--- src/hdl/lce_cfg.svh ---
// sizes of the instruction-cache agent command path, included by the package and the testbench
`ifndef LCE_CFG_SVH
`define LCE_CFG_SVH

// physical address and cache block
`define LCE_ADDR_W   22
`define LCE_BLOCK_W  64
`define LCE_OFFSET_W 3

// cache geometry
`define LCE_SETS     16
`define LCE_INDEX_W  4
`define LCE_WAYS     4
`define LCE_WAY_W    2

// tag is whatever remains above index and offset
`define LCE_TAG_W    (`LCE_ADDR_W - `LCE_INDEX_W - `LCE_OFFSET_W)

// agent and directory ids
`define LCE_ID_W     4
`define LCE_NUM_CCE  2

// shared by the set sweep and the sync count
`define LCE_CNT_W    5

`endif

--- src/hdl/lce_pkg.sv ---
// types and encodings shared by the agent command path RTL and its testbench
`include "lce_cfg.svh"

package lce_pkg;

  typedef logic [`LCE_ADDR_W-1:0]  addr_t;
  typedef logic [`LCE_BLOCK_W-1:0] block_t;
  typedef logic [`LCE_INDEX_W-1:0] index_t;
  typedef logic [`LCE_WAY_W-1:0]   way_t;
  typedef logic [`LCE_TAG_W-1:0]   tag_t;
  typedef logic [`LCE_ID_W-1:0]    lce_id_t;
  typedef logic [`LCE_CNT_W-1:0]   cnt_t;

  typedef enum logic [1:0] {
    e_coh_i = 2'd0,
    e_coh_s = 2'd1,
    e_coh_e = 2'd2,
    e_coh_m = 2'd3
  } coh_state_e;

  // directory to agent commands
  typedef enum logic [3:0] {
    e_cmd_set_clear = 4'd0,
    e_cmd_sync      = 4'd1,
    e_cmd_uc_data   = 4'd2,
    e_cmd_st        = 4'd3,
    e_cmd_st_wakeup = 4'd4,
    e_cmd_inv       = 4'd5,
    e_cmd_data      = 4'd6,
    e_cmd_wb        = 4'd7
  } cmd_type_e;

  typedef enum logic [1:0] {
    e_resp_sync_ack = 2'd0,
    e_resp_inv_ack  = 2'd1,
    e_resp_null_wb  = 2'd2
  } resp_type_e;

  typedef enum logic [1:0] {
    e_tag_set_clear  = 2'd0,
    e_tag_set_state  = 2'd1,
    e_tag_set_tag    = 2'd2,
    e_tag_invalidate = 2'd3
  } tag_op_e;

  typedef enum logic {
    e_data_write    = 1'b0,
    e_data_uncached = 1'b1
  } data_op_e;

  // where the tag packet takes its set index from
  typedef enum logic [1:0] {
    e_tag_src_sweep = 2'd0,
    e_tag_src_cmd   = 2'd1,
    e_tag_src_miss  = 2'd2
  } tag_src_e;

  typedef enum logic [1:0] {
    e_st_reset         = 2'd0,
    e_st_uncached_only = 2'd1,
    e_st_ready         = 2'd2
  } ctrl_state_e;

endpackage

--- src/hdl/lce_cmd_ctrl.sv ---
// command FSM of the agent, decodes each command and drives every valid, yumi and status strobe
`include "lce_cfg.svh"

module lce_cmd_ctrl
  import lce_pkg::*;
(
  input  logic       clk_i,
  input  logic       reset_i,

  input  logic       cmd_v_i,
  input  cmd_type_e  cmd_type_i,
  output logic       cmd_yumi_o,

  input  logic       tag_pkt_ready_i,
  input  logic       data_pkt_ready_i,
  input  logic       stat_pkt_ready_i,
  output logic       tag_pkt_v_o,
  output logic       data_pkt_v_o,
  output logic       stat_pkt_v_o,

  output tag_src_e   tag_src_o,
  output tag_op_e    tag_op_o,
  output data_op_e   data_op_o,
  output logic       stat_src_sweep_o,
  output index_t     sweep_idx_o,

  input  logic       resp_yumi_i,
  input  logic       inv_pending_i,
  output logic       resp_req_o,
  output resp_type_e resp_type_o,
  output logic       inv_fire_o,

  output logic       lce_ready_o,
  output logic       set_tag_received_o,
  output logic       set_tag_wakeup_received_o,
  output logic       cce_data_received_o,
  output logic       uncached_data_received_o,
  output logic       cache_req_complete_o
);

  localparam cnt_t LAST_SET = cnt_t'(`LCE_SETS - 1);
  localparam cnt_t LAST_CCE = cnt_t'(`LCE_NUM_CCE - 1);

  ctrl_state_e state_r;
  ctrl_state_e state_n;
  cnt_t        cnt_r;
  logic        cnt_inc;
  logic        cnt_clear;
  logic        tag_stat_rdy;
  logic        tag_data_rdy;
  logic        cached_ok;

  assign tag_stat_rdy = tag_pkt_ready_i & stat_pkt_ready_i;
  assign tag_data_rdy = tag_pkt_ready_i & data_pkt_ready_i;
  assign cached_ok    = (state_r == e_st_ready);

  assign sweep_idx_o = index_t'(cnt_r);
  assign lce_ready_o = (state_r != e_st_reset);

  always_comb begin
    state_n   = state_r;
    cnt_inc   = 1'b0;
    cnt_clear = 1'b0;

    cmd_yumi_o       = 1'b0;
    tag_pkt_v_o      = 1'b0;
    data_pkt_v_o     = 1'b0;
    stat_pkt_v_o     = 1'b0;
    tag_src_o        = e_tag_src_cmd;
    tag_op_o         = e_tag_set_clear;
    data_op_o        = e_data_write;
    stat_src_sweep_o = 1'b0;
    resp_req_o       = 1'b0;
    resp_type_o      = e_resp_sync_ack;
    inv_fire_o       = 1'b0;

    set_tag_received_o        = 1'b0;
    set_tag_wakeup_received_o = 1'b0;
    cce_data_received_o       = 1'b0;
    uncached_data_received_o  = 1'b0;
    cache_req_complete_o      = 1'b0;

    case (state_r)
      // clear one set of tags and status per cycle that both memories accept
      e_st_reset: begin
        tag_src_o        = e_tag_src_sweep;
        stat_src_sweep_o = 1'b1;
        tag_pkt_v_o      = tag_stat_rdy;
        stat_pkt_v_o     = tag_stat_rdy;
        if (tag_stat_rdy) begin
          if (cnt_r == LAST_SET) begin
            cnt_clear = 1'b1;
            state_n   = e_st_uncached_only;
          end else begin
            cnt_inc = 1'b1;
          end
        end
      end

      e_st_uncached_only, e_st_ready: begin
        if (cmd_v_i) begin
          case (cmd_type_i)
            e_cmd_set_clear: begin
              tag_pkt_v_o  = tag_stat_rdy;
              stat_pkt_v_o = tag_stat_rdy;
              cmd_yumi_o   = tag_stat_rdy;
            end

            e_cmd_uc_data: begin
              data_op_o                = e_data_uncached;
              data_pkt_v_o             = data_pkt_ready_i;
              cmd_yumi_o               = data_pkt_ready_i;
              uncached_data_received_o = data_pkt_ready_i;
              cache_req_complete_o     = data_pkt_ready_i;
            end

            // counter now tracks acknowledged directories
            e_cmd_sync: begin
              if (!cached_ok) begin
                resp_req_o = 1'b1;
                cmd_yumi_o = resp_yumi_i;
                if (resp_yumi_i) begin
                  if (cnt_r == LAST_CCE) begin
                    cnt_clear = 1'b1;
                    state_n   = e_st_ready;
                  end else begin
                    cnt_inc = 1'b1;
                  end
                end
              end
            end

            e_cmd_st: begin
              if (cached_ok) begin
                tag_op_o           = e_tag_set_state;
                tag_pkt_v_o        = tag_pkt_ready_i;
                cmd_yumi_o         = tag_pkt_ready_i;
                set_tag_received_o = tag_pkt_ready_i;
              end
            end

            e_cmd_st_wakeup: begin
              if (cached_ok) begin
                tag_op_o                  = e_tag_set_tag;
                tag_pkt_v_o               = tag_pkt_ready_i;
                cmd_yumi_o                = tag_pkt_ready_i;
                set_tag_wakeup_received_o = tag_pkt_ready_i;
                cache_req_complete_o      = tag_pkt_ready_i;
              end
            end

            // tag write once, then hold the ack until the directory takes it
            e_cmd_inv: begin
              if (cached_ok) begin
                tag_op_o    = e_tag_invalidate;
                tag_pkt_v_o = tag_pkt_ready_i & ~inv_pending_i;
                inv_fire_o  = tag_pkt_v_o;
                resp_req_o  = inv_fire_o;
                resp_type_o = e_resp_inv_ack;
                cmd_yumi_o  = resp_yumi_i & (inv_fire_o | inv_pending_i);
              end
            end

            e_cmd_data: begin
              if (cached_ok) begin
                tag_src_o            = e_tag_src_miss;
                tag_op_o             = e_tag_set_tag;
                tag_pkt_v_o          = tag_data_rdy;
                data_pkt_v_o         = tag_data_rdy;
                cmd_yumi_o           = tag_data_rdy;
                set_tag_received_o   = tag_data_rdy;
                cce_data_received_o  = tag_data_rdy;
                cache_req_complete_o = tag_data_rdy;
              end
            end

            e_cmd_wb: begin
              if (cached_ok) begin
                resp_req_o  = 1'b1;
                resp_type_o = e_resp_null_wb;
                cmd_yumi_o  = resp_yumi_i;
              end
            end

            default: begin
            end
          endcase
        end
      end

      default: begin
        state_n = e_st_reset;
      end
    endcase
  end

  always_ff @(posedge clk_i) begin
    if (reset_i) begin
      state_r <= e_st_reset;
      cnt_r   <= '0;
    end else begin
      state_r <= state_n;
      if (cnt_clear) begin
        cnt_r <= '0;
      end else if (cnt_inc) begin
        cnt_r <= cnt_r + cnt_t'(1);
      end
    end
  end

endmodule

--- src/hdl/lce_cmd_top.sv ---
// top of the agent command path, instantiate this to attach commands to the cache memories
module lce_cmd_top
  import lce_pkg::*;
(
  input  logic       clk_i,
  input  logic       reset_i,

  // command from the directory
  input  logic       cmd_v_i,
  input  cmd_type_e  cmd_type_i,
  input  lce_id_t    cmd_src_i,
  input  addr_t      cmd_addr_i,
  input  way_t       cmd_way_i,
  input  coh_state_e cmd_state_i,
  input  block_t     cmd_data_i,
  output logic       cmd_yumi_o,

  input  addr_t      miss_addr_i,

  // tag memory
  output logic       tag_pkt_v_o,
  input  logic       tag_pkt_ready_i,
  output index_t     tag_pkt_index_o,
  output way_t       tag_pkt_way_o,
  output tag_t       tag_pkt_tag_o,
  output coh_state_e tag_pkt_state_o,
  output tag_op_e    tag_pkt_op_o,

  // data memory
  output logic       data_pkt_v_o,
  input  logic       data_pkt_ready_i,
  output index_t     data_pkt_index_o,
  output way_t       data_pkt_way_o,
  output block_t     data_pkt_data_o,
  output data_op_e   data_pkt_op_o,

  // status memory
  output logic       stat_pkt_v_o,
  input  logic       stat_pkt_ready_i,
  output index_t     stat_pkt_index_o,

  // response to the directory
  output logic       resp_v_o,
  input  logic       resp_yumi_i,
  output resp_type_e resp_type_o,
  output lce_id_t    resp_dst_o,
  output addr_t      resp_addr_o,

  output logic       lce_ready_o,
  output logic       set_tag_received_o,
  output logic       set_tag_wakeup_received_o,
  output logic       cce_data_received_o,
  output logic       uncached_data_received_o,
  output logic       cache_req_complete_o
);

  tag_src_e   tag_src;
  tag_op_e    tag_op;
  data_op_e   data_op;
  logic       stat_src_sweep;
  index_t     sweep_idx;
  logic       resp_req;
  resp_type_e resp_type_req;
  logic       inv_fire;
  logic       inv_pending;

  lce_cmd_ctrl lce_cmd_ctrl_inst (
    .clk_i                     (clk_i),
    .reset_i                   (reset_i),
    .cmd_v_i                   (cmd_v_i),
    .cmd_type_i                (cmd_type_i),
    .cmd_yumi_o                (cmd_yumi_o),
    .tag_pkt_ready_i           (tag_pkt_ready_i),
    .data_pkt_ready_i          (data_pkt_ready_i),
    .stat_pkt_ready_i          (stat_pkt_ready_i),
    .tag_pkt_v_o               (tag_pkt_v_o),
    .data_pkt_v_o              (data_pkt_v_o),
    .stat_pkt_v_o              (stat_pkt_v_o),
    .tag_src_o                 (tag_src),
    .tag_op_o                  (tag_op),
    .data_op_o                 (data_op),
    .stat_src_sweep_o          (stat_src_sweep),
    .sweep_idx_o               (sweep_idx),
    .resp_yumi_i               (resp_yumi_i),
    .inv_pending_i             (inv_pending),
    .resp_req_o                (resp_req),
    .resp_type_o               (resp_type_req),
    .inv_fire_o                (inv_fire),
    .lce_ready_o               (lce_ready_o),
    .set_tag_received_o        (set_tag_received_o),
    .set_tag_wakeup_received_o (set_tag_wakeup_received_o),
    .cce_data_received_o       (cce_data_received_o),
    .uncached_data_received_o  (uncached_data_received_o),
    .cache_req_complete_o      (cache_req_complete_o)
  );

  lce_tag_pkt lce_tag_pkt_inst (
    .tag_src_i       (tag_src),
    .tag_op_i        (tag_op),
    .sweep_idx_i     (sweep_idx),
    .cmd_addr_i      (cmd_addr_i),
    .miss_addr_i     (miss_addr_i),
    .cmd_way_i       (cmd_way_i),
    .cmd_state_i     (cmd_state_i),
    .tag_pkt_index_o (tag_pkt_index_o),
    .tag_pkt_way_o   (tag_pkt_way_o),
    .tag_pkt_tag_o   (tag_pkt_tag_o),
    .tag_pkt_state_o (tag_pkt_state_o),
    .tag_pkt_op_o    (tag_pkt_op_o)
  );

  lce_fill_pkt lce_fill_pkt_inst (
    .data_op_i        (data_op),
    .stat_src_sweep_i (stat_src_sweep),
    .sweep_idx_i      (sweep_idx),
    .cmd_addr_i       (cmd_addr_i),
    .miss_addr_i      (miss_addr_i),
    .cmd_way_i        (cmd_way_i),
    .cmd_data_i       (cmd_data_i),
    .data_pkt_index_o (data_pkt_index_o),
    .data_pkt_way_o   (data_pkt_way_o),
    .data_pkt_data_o  (data_pkt_data_o),
    .data_pkt_op_o    (data_pkt_op_o),
    .stat_pkt_index_o (stat_pkt_index_o)
  );

  lce_resp_out lce_resp_out_inst (
    .clk_i         (clk_i),
    .reset_i       (reset_i),
    .resp_req_i    (resp_req),
    .resp_type_i   (resp_type_req),
    .inv_fire_i    (inv_fire),
    .cmd_src_i     (cmd_src_i),
    .cmd_addr_i    (cmd_addr_i),
    .resp_v_o      (resp_v_o),
    .resp_yumi_i   (resp_yumi_i),
    .resp_type_o   (resp_type_o),
    .resp_dst_o    (resp_dst_o),
    .resp_addr_o   (resp_addr_o),
    .inv_pending_o (inv_pending)
  );

endmodule

--- src/hdl/lce_fill_pkt.sv ---
// forms the data memory fill packet and the status memory clear packet fields
`include "lce_cfg.svh"

module lce_fill_pkt
  import lce_pkg::*;
(
  input  data_op_e data_op_i,
  input  logic     stat_src_sweep_i,
  input  index_t   sweep_idx_i,
  input  addr_t    cmd_addr_i,
  input  addr_t    miss_addr_i,
  input  way_t     cmd_way_i,
  input  block_t   cmd_data_i,

  output index_t   data_pkt_index_o,
  output way_t     data_pkt_way_o,
  output block_t   data_pkt_data_o,
  output data_op_e data_pkt_op_o,
  output index_t   stat_pkt_index_o
);

  index_t cmd_index;

  assign cmd_index = cmd_addr_i[`LCE_OFFSET_W +: `LCE_INDEX_W];

  // fills always land in the set of the outstanding miss
  assign data_pkt_index_o = miss_addr_i[`LCE_OFFSET_W +: `LCE_INDEX_W];
  assign data_pkt_way_o   = cmd_way_i;
  assign data_pkt_data_o  = cmd_data_i;
  assign data_pkt_op_o    = data_op_i;

  assign stat_pkt_index_o = stat_src_sweep_i ? sweep_idx_i : cmd_index;

endmodule

--- src/hdl/lce_resp_out.sv ---
// forms the response to the directory and holds an invalidate ack until it is taken
module lce_resp_out
  import lce_pkg::*;
(
  input  logic       clk_i,
  input  logic       reset_i,

  input  logic       resp_req_i,
  input  resp_type_e resp_type_i,
  input  logic       inv_fire_i,
  input  lce_id_t    cmd_src_i,
  input  addr_t      cmd_addr_i,

  output logic       resp_v_o,
  input  logic       resp_yumi_i,
  output resp_type_e resp_type_o,
  output lce_id_t    resp_dst_o,
  output addr_t      resp_addr_o,

  output logic       inv_pending_o
);

  logic inv_pending_r;

  // a pending ack keeps the response up after the tag write has gone
  assign resp_v_o      = resp_req_i | inv_pending_r;
  assign inv_pending_o = inv_pending_r;

  assign resp_type_o = resp_type_i;
  assign resp_dst_o  = cmd_src_i;
  assign resp_addr_o = cmd_addr_i;

  always_ff @(posedge clk_i) begin
    if (reset_i) begin
      inv_pending_r <= 1'b0;
    end else if (resp_v_o && resp_yumi_i) begin
      inv_pending_r <= 1'b0;
    end else if (inv_fire_i) begin
      inv_pending_r <= 1'b1;
    end
  end

endmodule

--- src/hdl/lce_tag_pkt.sv ---
// forms the tag memory packet fields from the sweep index, the command or the miss address
`include "lce_cfg.svh"

module lce_tag_pkt
  import lce_pkg::*;
(
  input  tag_src_e   tag_src_i,
  input  tag_op_e    tag_op_i,
  input  index_t     sweep_idx_i,
  input  addr_t      cmd_addr_i,
  input  addr_t      miss_addr_i,
  input  way_t       cmd_way_i,
  input  coh_state_e cmd_state_i,

  output index_t     tag_pkt_index_o,
  output way_t       tag_pkt_way_o,
  output tag_t       tag_pkt_tag_o,
  output coh_state_e tag_pkt_state_o,
  output tag_op_e    tag_pkt_op_o
);

  index_t cmd_index;
  index_t miss_index;
  tag_t   cmd_tag;

  assign cmd_index  = cmd_addr_i[`LCE_OFFSET_W +: `LCE_INDEX_W];
  assign miss_index = miss_addr_i[`LCE_OFFSET_W +: `LCE_INDEX_W];
  assign cmd_tag    = cmd_addr_i[`LCE_OFFSET_W + `LCE_INDEX_W +: `LCE_TAG_W];

  always_comb begin
    case (tag_src_i)
      e_tag_src_cmd:  tag_pkt_index_o = cmd_index;
      e_tag_src_miss: tag_pkt_index_o = miss_index;
      default:        tag_pkt_index_o = sweep_idx_i;
    endcase
  end

  // clears and invalidates leave the line in I, clears also zero the tag
  assign tag_pkt_state_o = ((tag_op_i == e_tag_set_clear) || (tag_op_i == e_tag_invalidate))
                         ? e_coh_i : cmd_state_i;
  assign tag_pkt_tag_o   = (tag_op_i == e_tag_set_clear) ? '0 : cmd_tag;

  assign tag_pkt_way_o = cmd_way_i;
  assign tag_pkt_op_o  = tag_op_i;

endmodule

--- config.mk ---
export PLATFORM = sky130hd
export DESIGN_NAME = lce_cmd_top
export DESIGN_NICKNAME = d
export VERILOG_FILES = /design/src/hdl/lce_pkg.sv /design/src/hdl/lce_cmd_ctrl.sv /design/src/hdl/lce_cmd_top.sv /design/src/hdl/lce_fill_pkt.sv /design/src/hdl/lce_resp_out.sv /design/src/hdl/lce_tag_pkt.sv
export VERILOG_INCLUDE_DIRS = /design/src /design/src/hdl
export SDC_FILE = /design/constraint.sdc
export NUM_CORES = 1
export LEC_CHECK = 0
export BUFFER_PORTS_ARGS = -buffer_cell sky130_fd_sc_hd__buf_2
export CELL_PAD_IN_SITES_DETAIL_PLACEMENT = 2
export CELL_PAD_IN_SITES_GLOBAL_PLACEMENT = 2
export CORE_ASPECT_RATIO = 1.5
export CORE_UTILIZATION = 15
export DETAILED_ROUTE_END_ITERATION = 10
export HOLD_SLACK_MARGIN = 0.1
export PLACE_DENSITY_LB_ADDON = 0.1
export SETUP_SLACK_MARGIN = 0.05
export SYNTH_ARGS = -nofsm -noshare
export SYNTH_HDL_FRONTEND = slang
export SYNTH_HIERARCHICAL = 1
export SYNTH_SLANG_ARGS = --single-unit
--- constraint.sdc ---
create_clock -name clk_i -period 6.5 [get_ports clk_i]
set_input_delay 1.3 -clock clk_i [delete_from_list [all_inputs] [get_ports clk_i]]
set_output_delay 1.3 -clock clk_i [all_outputs]
set_load 0.02 [all_outputs]
## Word-level counts from Yosys, hierarchy flattened

Cells that the tools add are included.

- Bits in registers: 8
- Input port bits: 127
- Output and inout bits: 139
- Logic and storage cells: 130

- Add/subtract/negate cells: 1
- Equality and inequality tests: 21
- Muxes and demuxes: 86
- Bitwise logic cells: 7
- Reduce and logical (&&, ||, !) cells: 12

Operator list:

| cell | number |
|---|---|
| $mux 1 | 52 |
| $mux 2 | 17 |
| $eq 4x3->1 const B | 4 |
| $mux 15 | 1 |
| $pmux 1 s2 | 6 |
| $pmux 2 s2 | 3 |
| $reduce_or 2->1 | 5 |
| $eq 4x2->1 const B | 2 |
| $ne 2x2->1 const B | 4 |
| $pmux 4 s2 | 1 |
| $pmux 1 s7 | 1 |
| $reduce_and 7->1 | 1 |
| $eq 2x2->1 const B | 3 |
| $ne 2x1->1 const B | 3 |
| $pmux 1 s3 | 2 |
| $pmux 2 s3 | 1 |
| $add 5x1->5 const B | 1 |
| $eq 5x1->1 const B | 1 |
| $eq 5x4->1 const B | 1 |
| $and 1x1->1 | 4 |
| $eq 2x1->1 const B | 2 |
| $eq 4x1->1 const B | 1 |
| $logic_not 2->1 | 2 |
| $logic_not 4->1 | 1 |
| other kinds (7) | 8 |

## Depth between registers and ports, before layout

Gate-level depths: netlist of run 1.

- Depth after elaboration: 9
- Depth in mapped cells: 10
- Gate-level depth less buffers: 10

## Hierarchy

Netlist of run 1, hierarchy kept.

Modules (own cells, without submodules):

| module | times used | cells an instance | area an instance (um2) |
|---|---|---|---|
| lce_cmd_ctrl | 1 | 136 | 979.7 |
| lce_fill_pkt | 1 | 75 | 578.1 |
| lce_tag_pkt | 1 | 41 | 292.8 |
| lce_resp_out | 1 | 32 | 255.2 |

## Worst setup path after synthesis of run 1

Ideal clock, no wire load.

- Path kind: input to output
- From: input tag_pkt_ready_i
- To: output cache_req_complete_o
- Arrival: 3.096 ns
- Required time: 5.200 ns
- Path slack: 2.104 ns
- Stages on the path: 4
- Path through: clkbuf_1 -> nand2_1 -> a211o_2 -> a2111oi_0

- Word-level cells in the longest chain between the ends: 5

RTL lines:

| what | line | text |
|---|---|---|
| from (decl) | lce_cmd_top.sv:22 | `input logic tag_pkt_ready_i,` |
| $and 1x1->1 | lce_cmd_ctrl.sv:54 | `assign tag_data_rdy = tag_pkt_ready_i & data_pkt_ready_i;` |
| $mux 1 | lce_cmd_ctrl.sv:165 | `if (cached_ok) begin` |
| $pmux 1 s3 * | lce_cmd_ctrl.sv:102 | `case (cmd_type_i)` |
| $mux 1 * | lce_cmd_ctrl.sv:101 | `if (cmd_v_i) begin` |
| $mux 1 * | lce_cmd_ctrl.sv:83 | `case (state_r)` |
| to (decl) | lce_cmd_top.sv:54 | `output logic cache_req_complete_o` |

Mark *: on every way between the ends. The rest lies on a longest branch, timed or not.

## Worst setup path in the final report of run 1

- From: input cmd_type_i[3]
- To: output tag_pkt_tag_o[0]

- Word-level cells in the longest chain between the ends: 7

RTL lines:

| what | line | text |
|---|---|---|
| from (decl) | lce_cmd_top.sv:10 | `input cmd_type_e cmd_type_i,` |
| $eq 4x3->1 | lce_cmd_ctrl.sv:102 |  |
| $reduce_or 2->1 (no source line) | -- |  |
| $pmux 2 s3 * | lce_cmd_ctrl.sv:102 |  |
| $mux 2 * | lce_cmd_ctrl.sv:101 |  |
| $mux 2 * | lce_cmd_ctrl.sv:83 |  |
| $logic_not 2->1 * | lce_tag_pkt.sv:41 | `assign tag_pkt_tag_o = (tag_op_i == e_tag_set_clear) ? '0 : cmd_tag;` |
| $mux 15 * | lce_tag_pkt.sv:41 |  |
| to (decl) | lce_cmd_top.sv:25 | `output tag_t tag_pkt_tag_o,` |

Marks and branches as above.

==> reports/results.ini, run 1 <==
[cts]
clk_latency_ns=0.23
clk_pin_slew_ns=0.04
cts_root_buf=clkbuf_16
htreeDepth=1
cts.repair.resized=0
cts_tree=yes
clock-sinks=8
hold_buffers=0
clock_path_buffers=2
cts_setup_buffers=0
cts_buffers=3

[power_and_ir_drop]
power_leakage_nw=0.9360
seq_power_share_pct=20.9
ir_drop_mv=0.06703
p_int_uw=169.4
switching_share_pct=36.22
total_power_uw=265.6
power.density_nw_per_um2=130.3
pwr-share-comb_pct=38.7
p_clk_share_pct=40.4
power.switching_uw=96.19

[outcome]
status=finished, final reports clean

[routing]
detail_route.wl_per_cell_microns=16.75
route.detailed.drc=0
avgViaCountPerCell=4.218
vias=1835
drt-initial-drc-count=49
drtPass1Iterations=4
totalWireLength_microns=7285
ant_nets=0

[finish]
postLayoutCellArea_sq_um=2038
final_cell_mix=buf_2, inv_1, nand2_1, nor2_1
num-nets-final=412
drive_above_1_share_pct=45.79
syn_to_final_growth_pct=-3.209
antennaDiodeCount=0
instances_no_fill=435
layout_commonest_cell=buf_2

[logic_synthesis]
yosysSeqAreaShare_pct=7.605
ys_types=51
synth_cells=284
syn-num-nets=421
async_flop_share_pct=0
yosys_warnings=6
synth-seq-cells=8
syn_avg_cell_area_sq_um=7.415
synth_edf_count=0
ys.flop_type=dfxtp_1
synthesis.area_sq_um=2106

[sta]
fmax_mhz=214.5
fin_ws_ns=1.838
fin_setup_tns_ns=0
rsz0062_at_grt=false
finalClockSkew_ns=0.001764
fin_crit_ns=4.662
fin_crit_sh_pct=71.72
worst_pin_slew_ns=0.6276
hold_violations=0
maxSlewViolCount=0
setup_viol_count_final=0
relSlewSlack_pct=58.16

[flow_run]
cap_violations=0

[grt]
grt_pass1_wl_microns=11140
overflow=0
grt_use_total_pct=9.902
grt_pass1_vias=2015
use_met3_pct=2.379
busiest_layer=met2
antenna_found_initial=0
grt_max_degree=17
met2_usage_pct=20.42
grt_use_met1_pct=9.536

[setup_path]
cp.required_ns=5.20
critPathMaxFanout=15
slowest_delay_ns=0.42
crit_path_cell_trace=buf_2, or2_2, or3_1, a21oi_1, inv_1, ha_1, and2b_2, buf_2
start_kind=input port
crit_top_cell=buf_2
critPathKind=input port to output port
arrival_ns=3.36
critPathSlowestCell=ha_1
crit_path_end_kind=output port

[floorplan]
dieArea_sq_um=14530
die_height_microns=147.1
start_util_pct=15.49
die_w_microns=98.74
rows=52
io_pins=266
core_area_sq_um=13600

[place]
place_area_sq_um=1963
io_buffers=99
dp_hpwl_microns=6286
gp_congestion=0.7073
preCtsSetupSlack_ns=1.761
dp.cells=432

[min_path]
hold_path_class=flop to flop

-- cells in the mapped netlist, types with 2 or more instances --
master,n,area share (%)
a211oi_1,3,1.1
a21boi_0,2,0.71
a21oi_1,10,2.4
a221oi_1,2,0.83
a22oi_1,4,1.4
a31oi_1,2,0.59
and2_1,2,0.59
and2b_1,2,0.71
and2b_2,3,1.2
and3_1,3,0.89
buf_4,107,38
buf_6,2,1.1
clkbuf_1,4,0.71
dfxtp_1,8,7.6
ha_1,10,5.9
inv_1,14,2.5
mux2_2,4,2.1
mux2i_1,3,1.4
nand2_1,12,2.1
nand2b_1,5,1.5
nand3_1,8,1.9
nand3b_1,4,1.4
nand4_1,4,1.2
nor2_1,12,2.1
nor2b_1,6,1.8
nor2b_2,7,2.9
nor3_1,9,2.1
nor4_1,2,0.59
o21ai_1,5,1.2
or2_2,3,0.89
or3_1,2,0.59
-- path summary, 6_finish.rpt --
path / from / end / slack, ns / cells after the start
worst max-delay path: cmd_type_i[3] / tag_pkt_tag_o[0] / 1.84 / 8
worst min-delay path: lce_cmd_ctrl_inst/state_r[0] / lce_cmd_ctrl_inst/state_r[0] / 0.53 / 2
worst max register to register: lce_cmd_ctrl_inst/state_r[0] / lce_cmd_ctrl_inst/cnt_r[2] / 4.30 / 6
worst min register to register: lce_cmd_ctrl_inst/state_r[0] / lce_cmd_ctrl_inst/state_r[0] / 0.53 / 2
-- critical path: cells and delay by family --
family,cells,cell delay (ns)
adders and majority gates,1,0.42
and+or+nand+nor,3,1.04
AOI/OAI and AO/OA,1,0.21
buffers and inverters,3,0.39
-- power groups by stage --
stage	clock [mW]	combinational (mW)	sequential, mW
3_3_place_gp	0	0.105	0.0566
4_1_cts	0.110	0.106	0.0559
3_5_place_dp	0	0.105	0.0567
6_report	0.107	0.103	0.0554
2_1_floorplan	0	0.142	0.0548
5_1_grt	0.112	0.113	0.0560
-- cell families (layout without fill, tap and decap cells) --
kind of cell	count (synthesis)	after routing	share of synthesized area, %
xor gates and xnor gates	1	1	0.4160
muxes	7	7	3.565
and+or+nand+nor	95	95	28.52
AOI/OAI and AO/OA	36	36	11.53
DFF	8	8	7.605
adders and majority gates	10	10	5.942
buffers and inverters	127	116	42.42
-- layout make-up --
type,count,area [sq um]
Tap cell,162,202.7
Timing Repair Buffer,99,495.5
Multi-Input combinational cell,149,1052
Inverter,14,52.55
Fill cell,1622,11560
Sequential cell,8,160.2
Clock buffer,3,75.07
-- metal layers --
metal	wire length [microns]	vias up
met2	4112	122
li1	-	834
met1	2528	865
met3	569	14
met4	76	0
met5	0	-
-- through the flow --
stage	hold WS [ns]	util, %
finish	0.5267	14.99
global route	0.5447	14.99
CTS	0.5397	14.99
detailed placement	0.5317	14.44
global placement	0.4896	14.44
floorplan	0.4653	-
-- sequential cells by signal (all words and copies together), names as in the netlist --
signal,count
lce_cmd_ctrl_inst/cnt_r,5
lce_cmd_ctrl_inst/state_r,2
lce_resp_out_inst/inv_pending_o,1
Power figures use the tool's default switching activity.
==> run 2: changes to the inputs <==
- CORE_UTILIZATION: 15 -> 14
- clock period: 6.5 -> 4.35 ns (I/O delays scaled with it)
==> run 2 against run 1 <==
- cell count increased by 8.0%
- die area increased by 7.0%
- via count decreased by 1.7%
- sequential cell count unchanged
- clock power increased by 50%
- clock skew decreased by 0.00086 ns
- register-to-register slack got worse by 2.3 ns
- non-clock buffer count increased by 1
- global-route usage decreased by 0.61 points
- wire length increased by 2.1%
- first-iteration DRC count decreased by 14%
- critical endpoint is now tag_pkt_tag_o[2]
==> reports/results.ini, run 2 (same netlist as run 1, synthesis figures left out) <==
[sta]
fin_crit_sh_pct=86.82
fin_setup_tns_ns=0  ; unchanged
rsz0062_at_grt=false
maxSlewViolCount=0  ; unchanged
worst_pin_slew_ns=0.6446  ; +0.01700 ns
finalClockSkew_ns=0.0009074  ; -0.0008570 ns
setup_viol_count_final=0  ; unchanged
relSlewSlack_pct=56.42  ; -1.7 points
fin_crit_ns=3.777
fmax_mhz=264.8
hold_violations=0  ; unchanged

[grt]
grt_pass1_vias=1942  ; -3.6%
overflow=0  ; unchanged
grt_use_total_pct=9.288  ; -0.61 points
grt_max_degree=17  ; unchanged
antenna_found_initial=0  ; unchanged
grt_pass1_wl_microns=11140  ; unchanged

[floorplan]
rows=54  ; +3.8%
start_util_pct=14.43  ; -1.1 points
dieArea_sq_um=15550  ; +7.0%
die_height_microns=152.2  ; +3.5%
die_w_microns=102.1  ; +3.4%
core_area_sq_um=14590  ; +7.3%
io_pins=266  ; unchanged

[setup_path]
critPathKind=input port to output port
cp.required_ns=3.48  ; -1.72 ns
critPathMaxFanout=15  ; unchanged
start_kind=input port
arrival_ns=2.91  ; -0.45 ns
crit_path_end_kind=output port

[finish]
top_register=lce_cmd_ctrl_inst/cnt_r
num-nets-final=413  ; +0.24%
largest_reg_flops=5  ; unchanged
post-route-util_pct=14.31  ; -0.68 points
layout_commonest_cell=buf_2
final_cell_mix=buf_2, inv_1, nand2_1, nor2_1
antennaDiodeCount=0  ; unchanged
syn_to_final_growth_pct=-0.8320
drive_above_1_share_pct=45.99  ; +0.20 points
instances_no_fill=470  ; +8.0%

[routing]
detail_route.wl_per_cell_microns=15.82  ; -5.5%
avgViaCountPerCell=3.836  ; -9.1%
totalWireLength_microns=7436  ; +2.1%
drtPass1Iterations=4  ; unchanged
ant_nets=0  ; unchanged
route.detailed.drc=0  ; unchanged
drt-initial-drc-count=42  ; -14%
vias=1803  ; -1.7%

[cts]
clk_latency_ns=0.23  ; about the same
cts_buffers=3  ; unchanged
cts_root_buf=clkbuf_16
cts_tree=yes
htreeDepth=1  ; unchanged
cts.repair.resized=0  ; unchanged
clock-sinks=8  ; unchanged
cts_setup_buffers=0  ; unchanged
clk_pin_slew_ns=0.04  ; about the same
clock_path_buffers=2  ; unchanged
hold_buffers=0  ; unchanged

[place]
dp.cells=467  ; +8.1%
gp_congestion=0.6672  ; -5.7%
dp_hpwl_microns=6329  ; +0.68%
io_buffers=99  ; unchanged

[min_path]
hold_path_class=flop to flop

[power_and_ir_drop]
total_power_uw=396.9  ; +49%
power.density_nw_per_um2=190.0  ; +46%
ir_drop_mv=0.08409  ; +25%
power_leakage_nw=0.9415  ; +0.58%

[flow_run]
cap_violations=0  ; unchanged

[outcome]
status=finished, final reports clean

## run 2: critical path: stages
cell,delay [ns]
buf_2,0.17
or2_2,0.38
or3_1,0.36
a21oi_1,0.19
inv_1,0.07
ha_1,0.41
and2b_2,0.30
buf_2,0.15
## run 2: layout make-up
class,count,area (sq um)
fillers,1785,12510
multi-input cells,149,1052
repair buffers,100,503.0
well taps,196,245.2
flip-flops and latches,8,160.2
clock buffers,3,75.07
inverters,14,52.55
## run 2: worst paths after layout
path / depth (start not counted) / startpoint / slack, ns / end
hold reg to reg: 2 / lce_cmd_ctrl_inst/state_r[0] / 0.51 / lce_cmd_ctrl_inst/state_r[0]
setup reg to reg: 6 / lce_cmd_ctrl_inst/state_r[1] / 2.05 / lce_cmd_ctrl_inst/cnt_r[1]
setup / recovery: 8 / cmd_type_i[3] / 0.57 / tag_pkt_tag_o[2]
hold / removal: 2 / lce_cmd_ctrl_inst/state_r[0] / 0.51 / lce_cmd_ctrl_inst/state_r[0]
## run 2: layer usage
metal / GRT usage [%] / up-vias / wire length, microns
met4: 1.769 / 0 / 26
li1: - / 839 / -
met1: 9.886 / 857 / 2815
met5: 0 / - / 0
met3: 1.560 / 8 / 512
met2: 18.41 / 99 / 4082
## run 2: report_power, final
part           switching [mW]  leakage [nW]  internal [mW]
Combinational          0.0977         0.839         0.0566
Sequential            0.00513        0.0650         0.0775
Clock                  0.0409        0.0370          0.119
## run 2: per-stage QoR
| stage | hold WS, ns | area [sq um] | worst slack, ns |
|---|---|---|---|
| 3_5_place_dp | 0.5060 | 2013 | 0.5028 |
| 2_1_floorplan | 0.4653 | 2106 | 0.8144 |
| 6_report | 0.5104 | 2088 | 0.5734 |
| 4_1_cts | 0.5147 | 2088 | 0.5042 |
| 5_1_grt | 0.5468 | 2088 | 0.3879 |
| 3_3_place_gp | 0.4871 | 2013 | 0.5247 |
